`config.mk`:
```
export PLATFORM = sky130hd
export DESIGN_NAME = io_ring_top
export DESIGN_NICKNAME = d
export VERILOG_FILES = /design/src/source/jtag_pkg.sv /design/src/source/io_cfg_pkg.sv /design/src/source/io_ring_top.sv /design/src/source/jtag_overlay.sv /design/src/source/io_input_sync.sv /design/src/source/io_pad.sv
export SDC_FILE = /design/constraint.sdc
export NUM_CORES = 1
export LEC_CHECK = 0
export BUFFER_PORTS_ARGS = -buffer_cell sky130_fd_sc_hd__buf_2
export CORE_ASPECT_RATIO = 1.4
export CORE_MARGIN = 2
export CORE_UTILIZATION = 39
export DETAILED_ROUTE_END_ITERATION = 10
export PLACE_DENSITY_LB_ADDON = 0.25
export SYNTH_ARGS = -nofsm -noshare
export SYNTH_HDL_FRONTEND = slang
export SYNTH_HIERARCHICAL = 1
export SYNTH_SLANG_ARGS = --single-unit
```
`constraint.sdc`:
```
create_clock -name clk_i -period 1.1 [get_ports clk_i]
set_input_delay 0.055 -clock clk_i [delete_from_list [all_inputs] [get_ports clk_i]]
set_output_delay 0.055 -clock clk_i [all_outputs]
set_load 0.05 [all_outputs]
```
`src/source/jtag_pkg.sv`:
```
//////////////////////////////
// JTAG port bundle and pad index type
// Used by the overlay mux and its placement parameters
//////////////////////////////
`default_nettype none

package jtag_pkg;

  // Index of a pad in the ring, wide enough for 16 pads
  typedef logic [3:0] pad_idx_t;

  //////////////////////////////
  // JTAG inputs from the pads
  //////////////////////////////

  typedef struct packed {
    logic tck;     // Test clock, sampled as a level
    logic tms;     // Mode select
    logic trst_n;  // Test reset, active low
    logic tdi;     // Serial data in
  } jtag_t;

endpackage

`default_nettype wire

```
`src/source/io_cfg_pkg.sv`:
```
//////////////////////////////
// Pad ring configuration shared by the I/O ring RTL and bench
// Pad count, pad vectors, per-pad attributes and variant codes
//////////////////////////////
`default_nettype none

package io_cfg_pkg;

  //////////////////////////////
  // Ring size and vectors
  //////////////////////////////

  localparam int unsigned num_pads = 16;        // Pads in the flat ring

  typedef logic [num_pads-1:0] pad_vec_t;       // One bit per pad, out/oe/in

  //////////////////////////////
  // Per-pad attributes
  //////////////////////////////

  typedef struct packed {
    logic invert;                               // Flip level in both directions
    logic slew;                                 // Reserved, carried through only
  } pad_attr_t;

  typedef pad_attr_t [num_pads-1:0] pad_attr_vec_t;  // Attribute per pad

  //////////////////////////////
  // Pad variants
  //////////////////////////////

  typedef logic [1:0] pad_variant_t;            // Cell flavour code

  localparam pad_variant_t pad_bidir      = 2'd0;  // Drives whenever enabled
  localparam pad_variant_t pad_input_only = 2'd1;  // Receiver only
  localparam pad_variant_t pad_open_drain = 2'd3;  // Pulls low, never high

  typedef pad_variant_t [num_pads-1:0] pad_variant_vec_t;  // Variant per pad

endpackage

`default_nettype wire
```
`src/source/io_ring_top.sv`:
```
//////////////////////////////
// I/O ring top level
// Overlay mux, row of pad cells and input synchronizer
//////////////////////////////
`timescale 1ns/10ps
`default_nettype none

module io_ring_top #(
  parameter int unsigned                  NumPads      = io_cfg_pkg::num_pads,
  parameter io_cfg_pkg::pad_variant_vec_t PadVariants  = '0,  // All bidir
  parameter io_cfg_pkg::pad_vec_t         TieOffValues = '0,
  parameter jtag_pkg::pad_idx_t           JtagEnIdx    = 4'd7,
  parameter jtag_pkg::pad_idx_t           TckIdx       = 4'd8,
  parameter jtag_pkg::pad_idx_t           TmsIdx       = 4'd9,
  parameter jtag_pkg::pad_idx_t           TrstIdx      = 4'd10,
  parameter jtag_pkg::pad_idx_t           TdiIdx       = 4'd11,
  parameter jtag_pkg::pad_idx_t           TdoIdx       = 4'd12
) (
  input  logic                      clk_i,
  input  logic                      reset_i,
  // Core side
  input  io_cfg_pkg::pad_vec_t      core_out_i,
  input  io_cfg_pkg::pad_vec_t      core_oe_i,
  output io_cfg_pkg::pad_vec_t      core_in_o,
  input  io_cfg_pkg::pad_attr_vec_t core_attr_i,
  // JTAG
  output jtag_pkg::jtag_t           jtag_o,
  input  logic                      jtag_tdo_i,
  // Pad boundary
  output io_cfg_pkg::pad_vec_t      pad_out_o,
  output io_cfg_pkg::pad_vec_t      pad_oe_o,
  input  io_cfg_pkg::pad_vec_t      pad_in_i
);

  import io_cfg_pkg::*;

  pad_vec_t ring_out;   // Overlay to pads
  pad_vec_t ring_oe;
  pad_vec_t ring_raw;   // De-inverted pad inputs
  pad_vec_t ring_sync;  // After two flops

  //////////////////////////////
  // JTAG overlay
  //////////////////////////////

  jtag_overlay #(
    .NumPads      ( NumPads      ),
    .TieOffValues ( TieOffValues ),
    .JtagEnIdx    ( JtagEnIdx    ),
    .TckIdx       ( TckIdx       ),
    .TmsIdx       ( TmsIdx       ),
    .TrstIdx      ( TrstIdx      ),
    .TdiIdx       ( TdiIdx       ),
    .TdoIdx       ( TdoIdx       )
  ) jtag_overlay_i (
    .core_out_i ( core_out_i ),
    .core_oe_i  ( core_oe_i  ),
    .core_in_o  ( core_in_o  ),
    .ring_out_o ( ring_out   ),
    .ring_oe_o  ( ring_oe    ),
    .ring_in_i  ( ring_sync  ),
    .jtag_o     ( jtag_o     ),
    .jtag_tdo_i ( jtag_tdo_i )
  );

  //////////////////////////////
  // Pad cells
  //////////////////////////////

  for (genvar i = 0; i < NumPads; i++) begin : g_pad
    io_pad #(
      .Variant ( PadVariants[i] )  // Per-pad flavour
    ) io_pad_i (
      .out_i     ( ring_out[i]    ),
      .oe_i      ( ring_oe[i]     ),
      .attr_i    ( core_attr_i[i] ),
      .pad_out_o ( pad_out_o[i]   ),
      .pad_oe_o  ( pad_oe_o[i]    ),
      .pad_in_i  ( pad_in_i[i]    ),
      .in_o      ( ring_raw[i]    )
    );
  end

  //////////////////////////////
  // Input synchronizer
  //////////////////////////////

  io_input_sync #(
    .NumPads ( NumPads )
  ) io_input_sync_i (
    .clk_i   ( clk_i     ),
    .reset_i ( reset_i   ),
    .async_i ( ring_raw  ),
    .sync_o  ( ring_sync )
  );

endmodule

`default_nettype wire

```
`src/source/jtag_overlay.sv`:
```
//////////////////////////////
// JTAG overlay mux between core and pad ring
// Synchronized enable pad hands five pads to the JTAG port
//////////////////////////////
`timescale 1ns/10ps
`default_nettype none

module jtag_overlay #(
  parameter int unsigned          NumPads      = io_cfg_pkg::num_pads,
  parameter io_cfg_pkg::pad_vec_t TieOffValues = '0,     // Core view while active
  parameter jtag_pkg::pad_idx_t   JtagEnIdx    = 4'd7,   // Enable strap pad
  parameter jtag_pkg::pad_idx_t   TckIdx       = 4'd8,
  parameter jtag_pkg::pad_idx_t   TmsIdx       = 4'd9,
  parameter jtag_pkg::pad_idx_t   TrstIdx      = 4'd10,
  parameter jtag_pkg::pad_idx_t   TdiIdx       = 4'd11,
  parameter jtag_pkg::pad_idx_t   TdoIdx       = 4'd12
) (
  // Core side
  input  io_cfg_pkg::pad_vec_t core_out_i,
  input  io_cfg_pkg::pad_vec_t core_oe_i,
  output io_cfg_pkg::pad_vec_t core_in_o,
  // Ring side
  output io_cfg_pkg::pad_vec_t ring_out_o,
  output io_cfg_pkg::pad_vec_t ring_oe_o,
  input  io_cfg_pkg::pad_vec_t ring_in_i,   // Already synchronized
  // JTAG port
  output jtag_pkg::jtag_t      jtag_o,
  input  logic                 jtag_tdo_i
);

  import io_cfg_pkg::*;
  import jtag_pkg::*;

  logic     jtag_en;        // Overlay active
  pad_vec_t jtag_pad_mask;  // Pads owned by JTAG
  jtag_t    jtag_pins;      // Pad levels for the JTAG port

  assign jtag_en = ring_in_i[JtagEnIdx];  // Active-high strap, after sync

  //////////////////////////////
  // Pads taken by the overlay
  //////////////////////////////

  always_comb begin
    jtag_pad_mask          = '0;
    jtag_pad_mask[TckIdx]  = 1'b1;
    jtag_pad_mask[TmsIdx]  = 1'b1;
    jtag_pad_mask[TrstIdx] = 1'b1;
    jtag_pad_mask[TdiIdx]  = 1'b1;
    jtag_pad_mask[TdoIdx]  = 1'b1;  // Enable pad stays with the core
  end

  //////////////////////////////
  // Output side
  //////////////////////////////

  always_comb begin
    ring_out_o = core_out_i;  // Default pass-through
    ring_oe_o  = core_oe_i;
    if (jtag_en) begin
      ring_out_o[TdoIdx] = jtag_tdo_i;  // TDO owns its pad
      ring_oe_o[TdoIdx]  = 1'b1;
      ring_oe_o[TckIdx]  = 1'b0;        // JTAG inputs are receive only
      ring_oe_o[TmsIdx]  = 1'b0;
      ring_oe_o[TrstIdx] = 1'b0;
      ring_oe_o[TdiIdx]  = 1'b0;
    end
  end

  //////////////////////////////
  // Input side
  //////////////////////////////

  always_comb begin
    jtag_pins.tck    = ring_in_i[TckIdx];
    jtag_pins.tms    = ring_in_i[TmsIdx];
    jtag_pins.trst_n = ring_in_i[TrstIdx];
    jtag_pins.tdi    = ring_in_i[TdiIdx];
  end

  assign jtag_o = jtag_en ? jtag_pins : '0;  // Idle port reads all zeros

  always_comb begin
    core_in_o = ring_in_i;
    for (int i = 0; i < NumPads; i++) begin
      if (jtag_en && jtag_pad_mask[i]) begin
        core_in_o[i] = TieOffValues[i];  // Core sees fixed level
      end
    end
  end

endmodule

`default_nettype wire

```
`src/source/io_input_sync.sv`:
```
//////////////////////////////
// Two-flop synchronizer for pad inputs
// Brings every pad level into the clk_i domain
//////////////////////////////
`timescale 1ns/10ps
`default_nettype none

module io_input_sync #(
  parameter int unsigned NumPads = io_cfg_pkg::num_pads
) (
  input  logic                 clk_i,
  input  logic                 reset_i,  // Sync, active high
  input  io_cfg_pkg::pad_vec_t async_i,  // Raw pad levels
  output io_cfg_pkg::pad_vec_t sync_o    // Two edges later
);

  import io_cfg_pkg::*;

  pad_vec_t sync_q1;  // First stage, may be metastable
  pad_vec_t sync_q2;  // Second stage, stable

  always_ff @(posedge clk_i) begin
    if (reset_i) begin
      sync_q1 <= '0;
      sync_q2 <= '0;
    end else begin
      for (int i = 0; i < NumPads; i++) begin
        sync_q1[i] <= async_i[i];
        sync_q2[i] <= sync_q1[i];
      end
    end
  end

  assign sync_o = sync_q2;

endmodule

`default_nettype wire

```
`src/source/io_pad.sv`:
```
//////////////////////////////
// Single pad cell model
// Applies variant and invert rules to out, oe and in
//////////////////////////////
`timescale 1ns/10ps
`default_nettype none

module io_pad #(
  parameter io_cfg_pkg::pad_variant_t Variant = io_cfg_pkg::pad_bidir
) (
  input  logic                  out_i,      // Core level to drive
  input  logic                  oe_i,       // Core output enable
  input  io_cfg_pkg::pad_attr_t attr_i,
  output logic                  pad_out_o,  // Level at the pad
  output logic                  pad_oe_o,   // Driver enable at the pad
  input  logic                  pad_in_i,   // Raw receiver level
  output logic                  in_o        // Level back toward the core
);

  import io_cfg_pkg::*;

  logic out_inv;  // Output level after invert

  assign out_inv = out_i ^ attr_i.invert;

  //////////////////////////////
  // Driver
  //////////////////////////////

  always_comb begin
    unique case (Variant)
      pad_bidir: begin
        pad_out_o = out_inv;
        pad_oe_o  = oe_i;
      end
      pad_open_drain: begin
        pad_out_o = 1'b0;              // Only ever pulls low
        pad_oe_o  = oe_i & ~out_inv;   // High means release
      end
      default: begin
        pad_out_o = 1'b0;              // Input-only, driver off
        pad_oe_o  = 1'b0;
      end
    endcase
  end

  // Receiver path, same for all variants
  assign in_o = pad_in_i ^ attr_i.invert;

endmodule

`default_nettype wire

```
==> flow_summary.json <==
{
  "run_status": "complete, but fails checks",
  "violations": "setup timing",
  "n_antenna_cell": 0,
  "p_per_area_mw_per_mm2": 1460,
  "max-vdd-ir-drop_mv": 0.608,
  "fmax_mhz": 775,
  "synth.avg_cell_area_um2": 9.86,
  "clock_sinks": 32,
  "finClkSkew_ns": 0.00264,
  "p_sw_share_pct": 32.1,
  "final_common_cell": "buf_2",
  "ff2ff_setup_slack_ns": 0.55,
  "max_slew.worst_pin.slew_ns": 0.519,
  "ys_top_cells_by_area": "dfxtp_1 (39%), buf_4 (25%), xor2_1 (17%)",
  "clk_latency_ns": 0.27,
  "first_global_vias": 921,
  "power.switching_w": 0.000925,
  "gp_congestion": 0.611,
  "cts_tree": "built",
  "critical_path_buf_inv_count": 1,
  "drt_iter0_drc": 11,
  "power_leakage_nw": 1.01,
  "nNetsFinal": 298,
  "r2r-end": "io_input_sync_i/sync_o[10]",
  "synth-seq-cells": 32,
  "port_buffers": 96,
  "utilization_pct": 47.4,
  "drv_cap": 0,
  "grt_max_degree": 33,
  "syn_inst": 168,
  "cts-root-buf": "clkbuf_8",
  "synth_seq_area_share_pct": 38.7,
  "cp-startpoint": "io_input_sync_i/sync_o[7]",
  "fp-row-count": 28,
  "holdCritStartpoint": "pad_in_i[2]",
  "routed_via_density": 3.93,
  "place_inst": 253,
  "reg2reg_depth": 1,
  "tns_ns": -1.28,
  "period_needed_ns": 1.29,
  "dieWidth_um": 59.1,
  "io_pins": 135,
  "coreArea_mm2": 0.00417,
  "crit_cells": 3,
  "drc": 0,
  "hold_violations": 0,
  "arrival_ns": 1.23,
  "critical_path_class": "flip-flop to output port",
  "p_int_w": 0.00196,
  "fin_crit_sh_pct": 117,
  "p_seq_share_pct": 43.5,
  "yosysTopAreaCell": "dfxtp_1",
  "layout_common_cells": "buf_2 (80), nor2b_1 (32), xor2_1 (31), dfxtp_1 (31), buf_6 (11)",
  "die_h_um": 81.1,
  "ys_warn_count": 6,
  "grt_pass1_wl_mm": 3.62,
  "drt_first_pass_iters": 4,
  "cp_max_fo": 2,
  "timing.slew.headroom_pct": 65.4,
  "antenna_found_initial": 0,
  "pwr-share-clk_pct": 27.2,
  "vias": 1022,
  "synth_cell_types": 9,
  "setup_ws_ns": -0.190,
  "drt-total-wl_mm": 2.40,
  "nFillCells": 416,
  "endpoint_kind": "output port",
  "crit_family": "flip-flops",
  "place.detailed.hpwl_mm": 1.91,
  "slowest_delay_ns": 0.33,
  "maxSlewViolCount": 0,
  "setup_violations": 15,
  "crit_chain": "mux2_4 -> xor2_4 -> buf_6",
  "initial_utilization_pct": 39.7,
  "area_growth_pct": 19.3,
  "rsz0062_at_grt": "yes",
  "syn-num-nets": 251,
  "slowest_stage": "dfxtp_2",
  "overflow": 0,
  "track_usage_pct": 10.1,
  "combPwrFrac_pct": 29.3,
  "regToRegStartpoint": "io_input_sync_i/sync_q1[10]",
  "hold_path_depth": 3,
  "wl_per_cell_um": 9.24,
  "final_cells": 260,
  "min_to": "io_input_sync_i/sync_q1[2]",
  "drive_gt1_share_pct": 51.6,
  "dieArea_mm2": 0.00479,
  "synth_area_mm2": 0.00166,
  "post_cts_buffers": 0,
  "start_kind": "flip-flop",
  "cts_inserted_buffers": 5,
  "holdCritPathClass": "input pin to flip-flop",
  "yosysTopAreaCellShare_pct": 38.7,
  "worstPathRequired_ns": 1.04,
  "clk_path_buf_depth": 2,
  "htree_levels": 2,
  "ant_nets": 0,
  "clk_pin_slew_ns": 0.06
}
==> what timing repair did <==
item	CTS	global route
hold buffers	0	0
gates resized for setup	31	6
pin swaps	0	0
gates cloned	0	0
endpoints found under the setup margin	16	16
==> sequential cells by signal, summed over array words and instances (netlist names) <==
name                     cells
io_input_sync_i/sync_o      16
io_input_sync_i/sync_q1     16
==> metal layers <==
layer  routed length (µm)  up-vias  global-route usage [%]
met5                    0        -                       0
met4                   40        0                    7.50
met3                  253        6                    3.66
met2                 1290       65                    17.4
met1                  821      412                    9.42
li1                     -      539                       -
==> logic make-up (layout without fill, tap and decap cells) <==
| kind of cell | Yosys count | after routing | share of synthesized area [%] |
|---|---|---|---|
| mux | 1 | 1 | 0.680 |
| flops | 32 | 32 | 38.7 |
| simple gates | 46 | 46 | 17.7 |
| buf+inv | 57 | 104 | 26.1 |
| xor+xnor | 32 | 32 | 16.9 |
==> power groups by stage <==
stage	registers (W)	logic (W)	clock network [W]
after CTS	0.00126	0.000844	0.000814
final	0.00125	0.000845	0.000783
after detailed placement	0.00128	0.000802	0
after floorplan	0.00128	0.000796	0
after global placement	0.00128	0.000796	0
after global routing	0.00126	0.000898	0.000874
==> Yosys cell counts <==
| library cell | number |
|---|---|
| xor2_1 | 32 |
| buf_4 | 56 |
| dfxtp_1 | 32 |
| or2_1 | 1 |
| and2_1 | 4 |
| and2b_1 | 4 |
| buf_6 | 1 |
| nor2b_1 | 37 |
| mux2_2 | 1 |
==> stage by stage <==
step	power (W)	cell area [µm²]	hold WS (ns)	worst slack (ns)
5_1_grt	0.00303	1980	0.0697	-0.237
6_report	0.00288	1980	0.0750	-0.190
3_5_place_dp	0.00208	1790	0.110	-0.0539
3_3_place_gp	0.00208	1790	0.110	-0.0313
2_1_floorplan	0.00207	1680	0.127	-0.121
4_1_cts	0.00291	1960	0.0659	-0.212
==> worst max path at each step <==
stage / to / slack (ns)
floorplan: core_in_o[11] / -0.12
global placement: pad_out_o[12] / -0.03
detailed placement: pad_out_o[12] / -0.05
CTS: pad_out_o[12] / -0.21
global route: pad_out_o[12] / -0.24
finish: pad_out_o[12] / -0.19
==> area by class of cell <==
class	instances	area (µm²)	area share (%)
flip-flops and latches	32	642	32.5
multi-input cells	79	624	31.6
well taps	45	56.3	2.85
clock buffers	6	72.6	3.67
clock inverters	1	5.00	0.253
repair buffers	97	577	29.2
Power figures use the tool's default switching activity.
